[src/include/rv_cfg.svh]
`ifndef RV_CFG_SVH
`define RV_CFG_SVH

// core sizing
`define RV_XLEN 32
`define RV_NREGS 32

// data memory depth in words
`define RV_DMEM_WORDS 256

`define RV_RESET_PC 32'h0000_0000

`endif

[src/source/rv_core_pkg.sv]
`include "rv_cfg.svh"

package rv_core_pkg;

	typedef logic [`RV_XLEN-1:0] word_t; // data or address word
	typedef logic [$clog2(`RV_NREGS)-1:0] reg_idx_t;
	typedef logic [`RV_XLEN/8-1:0] byte_mask_t; // one bit per store lane

	typedef logic [6:0] opcode_t;
	typedef logic [2:0] funct3_t;
	typedef logic [6:0] funct7_t;

endpackage

[src/source/rv_isa_pkg.sv]
package rv_isa_pkg;

	// major opcodes
	localparam rv_core_pkg::opcode_t OP_LUI = 7'b0110111;
	localparam rv_core_pkg::opcode_t OP_AUIPC = 7'b0010111;
	localparam rv_core_pkg::opcode_t OP_JAL = 7'b1101111;
	localparam rv_core_pkg::opcode_t OP_JALR = 7'b1100111;
	localparam rv_core_pkg::opcode_t OP_LOAD = 7'b0000011;
	localparam rv_core_pkg::opcode_t OP_STORE = 7'b0100011;
	localparam rv_core_pkg::opcode_t OP_IMM = 7'b0010011;
	localparam rv_core_pkg::opcode_t OP_REG = 7'b0110011;

	// funct3 selections
	localparam rv_core_pkg::funct3_t F3_LW = 3'b010;
	localparam rv_core_pkg::funct3_t F3_SB = 3'b000;
	localparam rv_core_pkg::funct3_t F3_SH = 3'b001;
	localparam rv_core_pkg::funct3_t F3_SW = 3'b010;
	localparam rv_core_pkg::funct3_t F3_ADD = 3'b000; // addi and add
	localparam rv_core_pkg::funct3_t F3_JALR = 3'b000;

	localparam rv_core_pkg::funct7_t F7_ADD = 7'b0000000;

endpackage

[src/source/rv_decode.sv]
`timescale 1ns/1ps

module rv_decode (
	input rv_core_pkg::word_t instr,
	output rv_core_pkg::opcode_t opcode,
	output rv_core_pkg::reg_idx_t rd,
	output rv_core_pkg::reg_idx_t rs1,
	output rv_core_pkg::reg_idx_t rs2,
	output rv_core_pkg::funct3_t funct3,
	output rv_core_pkg::funct7_t funct7,
	output rv_core_pkg::word_t imm
);

	rv_core_pkg::word_t imm_i;
	rv_core_pkg::word_t imm_s;
	rv_core_pkg::word_t imm_u;
	rv_core_pkg::word_t imm_j;

	assign opcode = instr[6:0];
	assign rd = instr[11:7];
	assign funct3 = instr[14:12];
	assign rs1 = instr[19:15];
	assign rs2 = instr[24:20];
	assign funct7 = instr[31:25];

	assign imm_i = {{20{instr[31]}}, instr[31:20]};
	assign imm_s = {{20{instr[31]}}, instr[31:25], instr[11:7]};
	assign imm_u = {instr[31:12], 12'b0};
	// j-type bits are scrambled in the encoding
	assign imm_j = {{12{instr[31]}}, instr[19:12], instr[20], instr[30:21], 1'b0};

	always_comb begin
		case (opcode)
			rv_isa_pkg::OP_JALR,
			rv_isa_pkg::OP_LOAD,
			rv_isa_pkg::OP_IMM: begin
				imm = imm_i;
			end
			rv_isa_pkg::OP_STORE: begin
				imm = imm_s;
			end
			rv_isa_pkg::OP_LUI,
			rv_isa_pkg::OP_AUIPC: begin
				imm = imm_u;
			end
			rv_isa_pkg::OP_JAL: begin
				imm = imm_j;
			end
			default: begin
				imm = '0; // r-type has no immediate
			end
		endcase
	end

endmodule

[config.mk]
export PLATFORM = sky130hd
export DESIGN_NAME = rv_decode
export DESIGN_NICKNAME = d
export VERILOG_FILES = /design/src/source/rv_core_pkg.sv /design/src/source/rv_isa_pkg.sv /design/src/source/rv_decode.sv
export VERILOG_INCLUDE_DIRS = /design/src /design/src/include
export SDC_FILE = /design/constraint.sdc
export NUM_CORES = 1
export LEC_CHECK = 0
export ABC_AREA = 1
export BUFFER_PORTS_ARGS = -buffer_cell sky130_fd_sc_hd__buf_2
export CELL_PAD_IN_SITES_DETAIL_PLACEMENT = 0
export CELL_PAD_IN_SITES_GLOBAL_PLACEMENT = 1
export CORE_MARGIN = 2
export CORE_UTILIZATION = 19
export DETAILED_ROUTE_END_ITERATION = 8
export PLACE_DENSITY = 0.87
export RECOVER_POWER = 50
export REMOVE_ABC_BUFFERS = 1
export SLEW_MARGIN = 20
export SYNTH_ARGS = -nofsm -noshare
export SYNTH_HDL_FRONTEND = slang
export SYNTH_SLANG_ARGS = --single-unit
[constraint.sdc]
create_clock -name vclk -period 1.2
set_input_delay 0.12 -clock vclk [all_inputs]
set_output_delay 0.12 -clock vclk [all_outputs]
set_load 0.01 [all_outputs]
==> run_results.csv <==
group,metric,value,unit
status,status,"finished with violations",
status,violations,"negative setup slack",
layout,fin_area,1500,µm²
timing,rsz0062_at_grt,"true",
die,fp.dieH,68.5,µm
layout,antenna_cells,0,
timing,period_minus_slack,1.21,ns
logic_synthesis,yosysMostFrequentCell,"nand2_1",
critical_path,path_cells,"buf_8 -> nand2_8 -> nand3b_1 -> nand3_4 -> nand2_4 -> clkbuf_16 -> nand2_2 -> buf_6",
placed_design,dpl_cell_area,1150,µm²
placed_design,io_buffers,96,
route,first_iter_violations,2,
timing,tightest_slew,0.211,ns
critical_path,critPathLaunchType,"input port",
timing,setup_tns,-0.0474,ns
die,start_util,19.8,%
critical_path,critPathArrivalTime,1.09,ns
pwr,p_per_area,216,nW/µm²
layout,final_util,37.6,%
route,viasPerCell,3.99,
route,detail_route.wl_per_cell,9.92,µm
critical_path,path_delay_family,"simple AND/OR/NAND/NOR gates",
min_path,min-delay-path-class,"in2out",
timing,slew_viol_final,0,
timing,max_freq,826,MHz
route,num_vias,1097,
die,fp.coreArea,4000,µm²
critical_path,cp_max_fo,5,
layout,clock_buffers,0,
critical_path,crit_type,"in2out",
global_route,grtUsageMet3,0,%
die,dieArea,4690,µm²
global_route,antenna_found_initial,0,
logic_synthesis,synth_area_leaders,"buf_4 31%, nand2_1 27%, inv_1 9.0%",
logic_synthesis,synth_warnings,0,
placed_design,place_hpwl,2120,µm
global_route,busiest_layer,"met2",
timing,hold_viol,0,
layout,seq_cells,0,
layout,drive_gt1_share,64.9,%
logic_synthesis,synth_top_area_share,31.3,%
global_route,grt_pass1_vias,783,
die,rows,23,
placed_design,routabilityCongestion,0.789,
logic_synthesis,synth_cell_types,17,
timing,fin_crit_sh,101,%
logic_synthesis,yosysTopAreaCell,"buf_4",
global_route,overflow,0,
global_route,grt_pass1_wl,3380,µm
logic_synthesis,syn_area,791,µm²
flow_run,maxCapViolations,0,
route,ant_nets,0,
critical_path,end_kind,"primary output",
global_route,grt_max_degree,12,
timing,slew_headroom,85.9,%
logic_synthesis,syn_inst,151,
logic_synthesis,yosysSeqAreaShare,0,%
pwr,ir_drop,0.0764,mV
logic_synthesis,yosys-top-cells-count,"56 x nand2_1, 33 x buf_4, 19 x inv_1",
global_route,grt_use_met2,18.1,%
global_route,grt_usage,8.98,%
pwr,leakagePower,0.00101,µW
logic_synthesis,synth.avg_cell_area,5.24,µm²
layout,area_growth_syn_to_layout,90.2,%
layout,seqCellArea,0,µm²
route,drc,0,
critical_path,cp.required,1.08,ns
critical_path,crit_buf_inv,3,
timing,setup_slack,-0.0101,ns
timing,setup_violations,9,
route,detail_route.wirelength,2730,µm
critical_path,slowest_stage,"nand3b_1",
critical_path,cpPeakStageDelay,0.25,ns
die,die_w,68.5,µm
route,drt_pass1_iterations,2,
layout,fin_nets,259,
die,io-pin-count,96,
global_route,grt_use_met1,11.1,%
## where the power goes
group / switching, µW / internal (µW) / leakage, µW
Sequential: 0 / 0 / 0
Clock: 0 / 0 / 0
Combinational: 171 / 153 / 0.00101
Total: 171 / 153 / 0.00101
## cells by family (layout without fill, tap and decap cells)
kind of cell	after synthesis	after routing	synth area share [%]
AND/OR/NAND/NOR	86	86	50.2
buffers and inverters	58	132	45.1
AO/OA/AOI/OAI	7	7	4.75
## final cells by class
| type | count | area [µm²] |
|---|---|---|
| fill | 451 | 2500 |
| timing repair buffer | 109 | 757 |
| multi-input combinational | 93 | 593 |
| inverter | 23 | 91.3 |
| tap | 50 | 62.6 |
## through the flow
step	setup slack [ns]	power [µW]	hold slack [ns]	instances
after floorplan	0.197	66.8	0.240	116
after global placement	-0.0846	260	0.439	270
after detailed placement	-0.0846	261	0.438	270
after CTS	-0.00207	271	0.439	271
after global routing	-0.0852	355	0.452	275
final	-0.0101	324	0.438	275
## metal layers
layer	vias up	part of all wire, %
met5	-	0
met3	0	8.0
met1	478	39
met4	0	0
met2	53	53
li1	566	-
## cells in the final DEF (no fill, tap or decap), drive strengths merged
master / n
a21boi: 1
buf: 102
nand2: 61
nand3b: 1
nand3: 9
clkbuf: 7
nor2: 15
o21ai: 6
inv: 23
## timing repair
item                                    4_1_cts  5_1_grt
hold buffers                                  0        0
cloned                                        0        2
endpoints found under the setup margin       28       31
buffers inserted                              1        2
resized for setup                            12       68
hold endpoints to repair                      0        0
pin swaps                                     3        9
## path summary, 6_finish.rpt
check	startpoint	to	slack (ns)	depth (start not counted)
setup / recovery	instr[0]	imm[24]	-0.01	8
hold / removal	instr[19]	rs1[4]	0.44	2
No activity file was read; power rests on OpenSTA's default activity.
