--- src/include/rv_cfg.svh ---
`ifndef RV_CFG_SVH
`define RV_CFG_SVH

// core sizing
`define RV_XLEN 32
`define RV_NREGS 32

// data memory depth in words
`define RV_DMEM_WORDS 256

`define RV_RESET_PC 32'h0000_0000

`endif

--- src/source/rv_core_pkg.sv ---
`include "rv_cfg.svh"

package rv_core_pkg;

	typedef logic [`RV_XLEN-1:0] word_t; // data or address word
	typedef logic [$clog2(`RV_NREGS)-1:0] reg_idx_t;
	typedef logic [`RV_XLEN/8-1:0] byte_mask_t; // one bit per store lane

	typedef logic [6:0] opcode_t;
	typedef logic [2:0] funct3_t;
	typedef logic [6:0] funct7_t;

endpackage

--- src/source/rv_isa_pkg.sv ---
package rv_isa_pkg;

	// major opcodes
	localparam rv_core_pkg::opcode_t OP_LUI = 7'b0110111;
	localparam rv_core_pkg::opcode_t OP_AUIPC = 7'b0010111;
	localparam rv_core_pkg::opcode_t OP_JAL = 7'b1101111;
	localparam rv_core_pkg::opcode_t OP_JALR = 7'b1100111;
	localparam rv_core_pkg::opcode_t OP_LOAD = 7'b0000011;
	localparam rv_core_pkg::opcode_t OP_STORE = 7'b0100011;
	localparam rv_core_pkg::opcode_t OP_IMM = 7'b0010011;
	localparam rv_core_pkg::opcode_t OP_REG = 7'b0110011;

	// funct3 selections
	localparam rv_core_pkg::funct3_t F3_LW = 3'b010;
	localparam rv_core_pkg::funct3_t F3_SB = 3'b000;
	localparam rv_core_pkg::funct3_t F3_SH = 3'b001;
	localparam rv_core_pkg::funct3_t F3_SW = 3'b010;
	localparam rv_core_pkg::funct3_t F3_ADD = 3'b000; // addi and add
	localparam rv_core_pkg::funct3_t F3_JALR = 3'b000;

	localparam rv_core_pkg::funct7_t F7_ADD = 7'b0000000;

endpackage

--- src/source/key_mux.sv ---
`timescale 1ns/1ps

module key_mux #(
	parameter int NR_KEY = 2,
	parameter int KEY_LEN = 7,
	parameter type out_t = rv_core_pkg::word_t
) (
	input logic [KEY_LEN-1:0] key,
	input out_t default_out,
	input logic [KEY_LEN-1:0] lut_keys [NR_KEY],
	input out_t lut_vals [NR_KEY],
	output out_t out
);

	out_t acc;
	logic hit;

	// keys are unique so at most one entry contributes
	always_comb begin
		acc = '0;
		hit = 1'b0;
		for (int i = 0; i < NR_KEY; i++) begin
			if (key == lut_keys[i]) begin
				acc = acc | lut_vals[i];
				hit = 1'b1;
			end
		end
	end

	assign out = hit ? acc : default_out; // fall back when nothing matched

endmodule

--- src/source/rv_exu.sv ---
`timescale 1ns/1ps

module rv_exu (
	input rv_core_pkg::opcode_t opcode,
	input rv_core_pkg::funct3_t funct3,
	input rv_core_pkg::funct7_t funct7,
	input rv_core_pkg::reg_idx_t rd,
	input rv_core_pkg::word_t src1,
	input rv_core_pkg::word_t src2,
	input rv_core_pkg::word_t imm,
	input rv_core_pkg::word_t pc,
	input rv_core_pkg::word_t mem_rdata,
	output rv_core_pkg::word_t val,
	output logic wb_en,
	output logic jump_en,
	output rv_core_pkg::word_t jump_target,
	output logic mem_wen,
	output rv_core_pkg::word_t mem_addr,
	output rv_core_pkg::word_t mem_wdata,
	output rv_core_pkg::byte_mask_t mem_wmask
);

	logic [6:0] op_keys [3];
	rv_core_pkg::word_t op_vals [3];
	logic [9:0] f3_keys [4];
	rv_core_pkg::word_t f3_vals [4];
	logic [9:0] mask_keys [3];
	rv_core_pkg::byte_mask_t mask_vals [3];

	rv_core_pkg::word_t val_op;
	rv_core_pkg::word_t val_f3;
	rv_core_pkg::word_t add_res;
	rv_core_pkg::word_t addr_sum;
	logic is_jal;
	logic is_jalr;
	logic writes_rd;

	assign addr_sum = src1 + imm; // shared by loads, stores, addi and jalr
	assign add_res = (funct7 == rv_isa_pkg::F7_ADD) ? src1 + src2 : '0;

	assign op_keys = '{rv_isa_pkg::OP_LUI, rv_isa_pkg::OP_AUIPC, rv_isa_pkg::OP_JAL};
	assign op_vals = '{imm, pc + imm, pc + 32'd4};

	assign f3_keys = '{
		{rv_isa_pkg::F3_LW, rv_isa_pkg::OP_LOAD},
		{rv_isa_pkg::F3_ADD, rv_isa_pkg::OP_IMM},
		{rv_isa_pkg::F3_JALR, rv_isa_pkg::OP_JALR},
		{rv_isa_pkg::F3_ADD, rv_isa_pkg::OP_REG}
	};
	assign f3_vals = '{mem_rdata, addr_sum, pc + 32'd4, add_res};

	assign mask_keys = '{
		{rv_isa_pkg::F3_SB, rv_isa_pkg::OP_STORE},
		{rv_isa_pkg::F3_SH, rv_isa_pkg::OP_STORE},
		{rv_isa_pkg::F3_SW, rv_isa_pkg::OP_STORE}
	};
	assign mask_vals = '{4'h1, 4'h3, 4'hf};

	key_mux #(.NR_KEY(3), .KEY_LEN(7), .out_t(rv_core_pkg::word_t)) u_val_op (
		.key(opcode),
		.default_out('0),
		.lut_keys(op_keys),
		.lut_vals(op_vals),
		.out(val_op)
	);

	key_mux #(.NR_KEY(4), .KEY_LEN(10), .out_t(rv_core_pkg::word_t)) u_val_f3 (
		.key({funct3, opcode}),
		.default_out('0),
		.lut_keys(f3_keys),
		.lut_vals(f3_vals),
		.out(val_f3)
	);

	key_mux #(.NR_KEY(3), .KEY_LEN(10), .out_t(rv_core_pkg::byte_mask_t)) u_wmask (
		.key({funct3, opcode}),
		.default_out('0),
		.lut_keys(mask_keys),
		.lut_vals(mask_vals),
		.out(mem_wmask)
	);

	assign val = val_op | val_f3;

	// which encodings produce a register result
	always_comb begin
		case (opcode)
			rv_isa_pkg::OP_LUI,
			rv_isa_pkg::OP_AUIPC,
			rv_isa_pkg::OP_JAL: writes_rd = 1'b1;
			rv_isa_pkg::OP_JALR: writes_rd = (funct3 == rv_isa_pkg::F3_JALR);
			rv_isa_pkg::OP_LOAD: writes_rd = (funct3 == rv_isa_pkg::F3_LW);
			rv_isa_pkg::OP_IMM: writes_rd = (funct3 == rv_isa_pkg::F3_ADD);
			rv_isa_pkg::OP_REG: begin
				writes_rd = (funct3 == rv_isa_pkg::F3_ADD) && (funct7 == rv_isa_pkg::F7_ADD);
			end
			default: writes_rd = 1'b0;
		endcase
	end

	assign wb_en = writes_rd && (rd != '0);

	assign is_jal = (opcode == rv_isa_pkg::OP_JAL);
	assign is_jalr = (opcode == rv_isa_pkg::OP_JALR) && (funct3 == rv_isa_pkg::F3_JALR);
	assign jump_en = is_jal || is_jalr;
	assign jump_target = is_jal ? pc + imm : {addr_sum[31:1], 1'b0};

	assign mem_wen = (opcode == rv_isa_pkg::OP_STORE) && ((funct3 == rv_isa_pkg::F3_SB) ||
		(funct3 == rv_isa_pkg::F3_SH) || (funct3 == rv_isa_pkg::F3_SW)); // sb, sh and sw only
	assign mem_addr = addr_sum;
	assign mem_wdata = src2; // lane shift happens in dmem

endmodule

--- config.mk ---
export PLATFORM = sky130hd
export DESIGN_NAME = rv_exu
export DESIGN_NICKNAME = d
export VERILOG_FILES = /design/src/source/rv_core_pkg.sv /design/src/source/rv_isa_pkg.sv /design/src/source/key_mux.sv /design/src/source/rv_exu.sv
export VERILOG_INCLUDE_DIRS = /design/src /design/src/include
export SDC_FILE = /design/constraint.sdc
export NUM_CORES = 1
export LEC_CHECK = 0
export BUFFER_PORTS_ARGS = -buffer_cell sky130_fd_sc_hd__buf_4
export CAP_MARGIN = 30
export CORE_MARGIN = 8
export CORE_UTILIZATION = 51
export DETAILED_ROUTE_END_ITERATION = 8
export GPL_ROUTABILITY_DRIVEN = 0
export PLACE_DENSITY = 0.85
export SLEW_MARGIN = 5
export SYNTH_ARGS = -nofsm -noshare
export SYNTH_HDL_FRONTEND = slang
export SYNTH_SLANG_ARGS = --single-unit
--- constraint.sdc ---
create_clock -name vclk -period 3.1
set_input_delay 0 -clock vclk [all_inputs]
set_output_delay 0 -clock vclk [all_outputs]
set_load 0.1 [all_outputs]
==> results.ini, run 1 <==
[synth]
post_synth_main_area_contributors = ha_1 16%, xnor2_1 8.6%, o21ai_0 6.7%, a21oi_1 6.4%, nand2_1 4.8%
synth.cell_area_mm2 = 0.00724
synth_top_area_cell = ha_1
postSynthNetCount = 1324
synth_largest_type_area_fraction_pct = 16.2
post_synth_most_frequent_cells = 97 x o21ai_0, 94 x ha_1, 93 x a21oi_1
synthDistinctLibCells = 72
yosysMostFrequentCell = o21ai_0
synth_cells = 1045
synth_area_per_cell_um2 = 6.93
synth.yosys.warnings = 0
ys_seq_area_share_pct = 0

[critical_path]
critPathKind = in -> out
critPathRequiredTime_ns = 3.10
cp_top_family = compound AO/OA/AOI/OAI gates
cp-startpoint = imm[0]
cp.buffers_inverters = 5
worst_path_largest_cell_delay_ns = 0.37
worst_setup_ep_type = output pin
critical_path.max_fanout = 4
critPathLaunchType = input pin
worstPathArrival_ns = 3.13
timing.critical_path.slowest_stage_cell = o31ai_4
path_cells = buf_6, buf_6, ha_4, inv_2, fa_2, nor2b_2, o31a_1, o41ai_4, o21ba_4, o31ai_4, a31oi_4, buf_12, o31ai_4, xor2_4, a211o_4, buf_12

[place]
placed_cells = 1526
pre_cts_ws_ns = -0.122
port-buffer-count = 317
detailed_place_hpwl_mm = 28.4

[sta]
actual_transition_at_the_worst_max_transition_pin_ns = 1.10
final_critical_path_time_including_i_o_delays_and_setup_ns = 3.13
timing.setup.tns_ns = -0.0281
timing.slew.headroom_pct = 26.3
fmax_mhz = 320
unrepaired_setup_endpoints_after_global_routing = yes
whs_ns = 0.337
report.final.slew_viol_count = 0
finalSetupViolCount = 1
hold_viol = 0
final_period_util_pct = 101
finalWorstSetupSlack_ns = -0.0281

[status]
outcome = finished with violations
violated_checks = negative setup slack

[power]
power.net_switching_mw = 2.73
part_of_the_power_in_registers_pct = 0
share_clk_of_total_power_pct = 0
power.internal_mw = 1.16
vdd.ir_drop.worst_mv = 0.412
switching_share_pct = 70.2
power-per-cell-area_mw_per_mm2 = 364
leakage_nw = 4.93
power.share.combinational_pct = 100.0

[final_layout]
drive_gt1_share_pct = 36.8
layout.cells.non_filler = 1531
antenna-diode-count = 0
total_area_of_multi_input_combinational_cells_mm2 = 0.00738
design.seq.count = 0
final_nets = 1632
final-seq-area_um2 = 0
syn2layout_area_growth_pct = 47.5
layout.filler_cells = 1138
clkbuf_count = 0

[global_routing]
gr_usage_total_pct = 34.5
largest_net_degree_at_the_start_of_global_routing = 47
first_global_vias = 10053
grt_pass1_wl_mm = 51.7
global_route.overflow_total = 0
antenna_found_initial = 0

[routing]
avgRoutedWirePerCell_um = 22.3
postRouteAntennaNets = 0
viasPerCell = 6.63
drt_wl_total_mm = 34.2
drt-initial-drc-count = 1065
drt_pre_antenna_iters = 6
drc_errors = 0
routed-via-count = 10155

[hold_path]
worstHoldPathType = in -> out
min-delay-start = src2[29]

[flow_run]
max_cap_viols = 0

[floorplanning]
fp.dieW_um = 135
placeableCoreArea_mm2 = 0.0139
die-height_um = 135
design.die.area_mm2 = 0.0183
io_pins = 317
placementRows = 43
start_util_pct = 52.2

[clocking]
holdBufCountCts = 0

## per-layer routing
layer	share of wire, %	track usage [%]
met1	37	40.2
met5	0	0
met2	46	59.0
met4	5.2	15.5
met3	12	7.75
## logic make-up after synthesis
logic type / synth area share (%)
buffers and inverters: 7.52
AOI/OAI and AO/OA: 37.7
xor gates and xnor gates: 13.1
adders and majority gates: 17.1
and+or+nand+nor: 20.8
muxes: 3.85
## per-stage QoR
step	cell area, um2	power (mW)	utilization, %
CTS	10500	3.81	75.8
floorplan	7840	2.85	-
finish	10700	3.89	77.0
global placement	10500	3.75	75.6
detailed placement	10500	3.79	75.6
global route	10700	4.04	77.0
## area by class of cell
| class | count | share of cell area, % |
|---|---|---|
| multi-input combinational | 937 | 69.1 |
| timing repair buffer | 381 | 27.6 |
| tap | 180 | 2.11 |
| inverter | 33 | 1.16 |
## power groups by stage
| stage | clock (mW) | sequential (mW) | combinational, mW |
|---|---|---|---|
| after floorplan | 0 | 0 | 2.85 |
| after global placement | 0 | 0 | 3.75 |
| after detailed placement | 0 | 0 | 3.79 |
| after CTS | 0 | 0 | 3.81 |
| after global routing | 0 | 0 | 4.04 |
| final | 0 | 0 | 3.89 |
## repair_timing
item                                    CTS  global route
setup buffers                             0             5
resized for setup                         3            31
endpoints found under the setup margin   11            17
pin swaps                                 2            19
## cell usage in the layout, fill, tap and decap left out, types with 22 or more instances in the layout
| cell | n |
|---|---|
| buf_4 | 368 |
| ha_1 | 93 |
| nand2_1 | 91 |
| a21oi_1 | 88 |
| o21ai_0 | 75 |
| nor2_1 | 65 |
| xnor2_1 | 54 |
| inv_1 | 32 |
| xor2_1 | 29 |
| nand3_1 | 28 |
| a222oi_1 | 25 |
| nand4_1 | 24 |
| a21o_1 | 22 |
## final timing paths
| kind | endpoint | cells past startpoint |
|---|---|---|
| min | mem_wdata[29] | 2 |
| max | val[30] | 16 |
Power figures use the tool's default switching activity.
==> inputs of run 2 (changes only) <==
- BUFFER_PORTS_ARGS: -buffer_cell sky130_fd_sc_hd__buf_4 -> unset
- CORE_UTILIZATION: 51 -> 55
- DONT_BUFFER_PORTS: unset -> 1
- PLACE_DENSITY: 0.85 -> 0.7
- SYNTH_HIERARCHICAL: unset -> 1
==> run 2 against run 1 <==
- the run still ends with negative setup slack left
- first-iteration DRC count fell by 5.2%
- routed wire length rose by 21%
- final cell count rose by 31%
- non-clock buffer count fell by 144
- largest cell class unchanged
- hold slack got worse by 0.34 ns
- sequential share of layout area did not move
==> results.ini, run 2 <==
[status]
outcome = finished with violations
violated_checks = negative setup slack

[floorplanning]
fp.dieW_um = 152
placementRows = 49
io_pins = 317
design.die.area_mm2 = 0.0230
die-height_um = 152
start_util_pct = 56.1
placeableCoreArea_mm2 = 0.0180

[sta]
finalSetupViolCount = 1
report.final.slew_viol_count = 0
whs_ns = 0.0000444
final_period_util_pct = 100
final_critical_path_time_including_i_o_delays_and_setup_ns = 3.10
unrepaired_setup_endpoints_after_global_routing = yes
fmax_mhz = 322
timing.slew.headroom_pct = 34.5
actual_transition_at_the_worst_max_transition_pin_ns = 0.981
hold_viol = 0
finalWorstSetupSlack_ns = -0.000867

[final_layout]
drive_gt1_share_pct = 22.4
layout.filler_cells = 1470
final_nets = 2062
most-common-layout-cells = 190 x buf_4, 171 x conb_1, 135 x nand2_1, 123 x xnor2_1, 116 x a21oi_1
clkbuf_count = 0
final-seq-area_um2 = 0
total_area_of_multi_input_combinational_cells_mm2 = 0.0104
syn2layout_area_growth_pct = 31.0
antenna-diode-count = 0
design.seq.count = 0
final_common_cell = buf_4

[synth]
synthAdderAreaFrac_pct = 12.2
synth_largest_type_area_fraction_pct = 12.5
synthMuxAreaShare_pct = 1.56
synth_top_area_cell = xnor2_1
synth.cell_area_mm2 = 0.0101
synth_cells = 1510
simple_gate_share_of_the_synthesized_area_pct = 25.8
post_synth_most_frequent_cells = 144 x xnor2_1, 135 x nand2_1, 125 x a21oi_1
combinational_family_with_the_most_area_after_synthesis = compound AO/OA/AOI/OAI gates
synth_area_per_cell_um2 = 6.70
synth.yosys.warnings = 6
synth-compound-area-share_pct = 32.6
post_synth_main_area_contributors = xnor2_1 12%, ha_1 12%, a21oi_1 6.2%, nand2_1 5.0%, buf_4 4.9%
synthDistinctLibCells = 83
yosysMostFrequentCell = xnor2_1
ys_seq_area_share_pct = 0
synthXorXnorAreaFrac_pct = 17.2

[power]
power.share.combinational_pct = 100.0
part_of_the_power_in_registers_pct = 0
power.internal_mw = 1.42
share_clk_of_total_power_pct = 0
switching_share_pct = 67.3
power.net_switching_mw = 2.92
leakage_nw = 5.74
total_power_mw = 4.33
vdd.ir_drop.worst_mv = 0.398
power-per-cell-area_mw_per_mm2 = 327

[place]
port-buffer-count = 0
detailed_place_hpwl_mm = 32.5

[routing]
postRouteAntennaNets = 0
avgRoutedWirePerCell_um = 20.5
viasPerCell = 6.32
drc_errors = 0
routed-via-count = 12695
drt_pre_antenna_iters = 5
drt_wl_total_mm = 41.3
drt-initial-drc-count = 1010

[global_routing]
grt_pass1_wl_mm = 62.5
gr_usage_total_pct = 33.3
first_global_vias = 12218
antenna_found_initial = 0
global_route.overflow_total = 0
largest_net_degree_at_the_start_of_global_routing = 35

[critical_path]
critical_path.max_fanout = 3
critPathKind = in -> out
critPathLaunchType = input pin
critPathRequiredTime_ns = 3.10
worstPathArrival_ns = 3.10
worst_setup_ep_type = output pin

[clocking]
holdBufCountCts = 0

[hold_path]
worstHoldPathType = in -> out

[flow_run]
max_cap_viols = 0

==> run 2: cell types whose count changed in the layout (fill, tap and decap cells not counted), sizes merged, moves of 43 or more <==
cell   delta
buf     -144
nor3     +79
o21ai    -46
conb    +171
xnor2    +73
nand2    +43
a22oi    +55
nor2     +45
==> run 2: what timing repair did <==
action | in CTS | in global routing
endpoints found under the setup margin | 20 | 21
setup buffers | 7 | 6
gates cloned | 0 | 0
gates resized for setup | 39 | 57
pin swaps | 23 | 40
==> run 2: path summary, 6_finish.rpt <==
path / slack (ns) / start / endpoint / cells past startpoint
worst max-delay path: -0.0009 / src1[0] / val[26] / 18
worst min-delay path: 0.00004 / src2[29] / mem_wdata[29] / 0
==> run 2: kinds of logic after synthesis <==
| kind of cell | after synthesis |
|---|---|
| AOI/OAI and AO/OA | 481 |
| muxes | 14 |
| xor gates and xnor gates | 199 |
| buffers and inverters | 197 |
| and+or+nand+nor | 520 |
| other | 2 |
| adders and majority gates | 97 |
==> run 2: layout make-up <==
class / instances / share of cell area (%)
Timing Repair Buffer: 237 / 17.8
Tap cell: 229 / 2.16
Inverter: 62 / 1.76
Multi-Input combinational cell: 1482 / 78.3
==> run 2: critical path, stage by stage <==
cell,delay (ns)
ha_4,0.11
inv_2,0.04
fa_2,0.38
nor2b_4,0.14
o31a_1,0.17
o311ai_2,0.12
buf_4,0.18
a21boi_4,0.22
nand4_1,0.13
a21oi_2,0.25
o311a_1,0.23
o21ai_0,0.08
nor3b_2,0.18
buf_4,0.17
a22oi_2,0.16
a31oi_1,0.10
or2_4,0.28
buf_12,0.16
==> run 2: layer usage <==
metal	GRT usage, %	routed length, um
met1	38.9	14900
met2	59.6	19700
met3	7.04	5060
met4	10.8	1620
met5	0	0
==> run 2: power by group through the flow <==
| stage | sequential (mW) | clock (mW) | combinational [mW] |
|---|---|---|---|
| final | 0 | 0 | 4.33 |
| after global routing | 0 | 0 | 4.54 |
| after CTS | 0 | 0 | 4.22 |
| after detailed placement | 0 | 0 | 4.15 |
| after global placement | 0 | 0 | 4.10 |
| after floorplan | 0 | 0 | 3.29 |
==> run 2: stage by stage <==
step           util, %  setup WS, ns  std cells  cell area, um2  setup TNS, ns
2_1_floorplan        -        0.0907       1679           10800              0
3_3_place_gp      70.7        -0.445       1997           12700          -2.94
3_5_place_dp      70.7        -0.582       1997           12700          -4.71
4_1_cts           71.8      -0.00358       2004           12900       -0.00358
5_1_grt           73.5        -0.149       2010           13200         -0.872
6_report          73.5     -0.000867       2010           13200      -0.000867
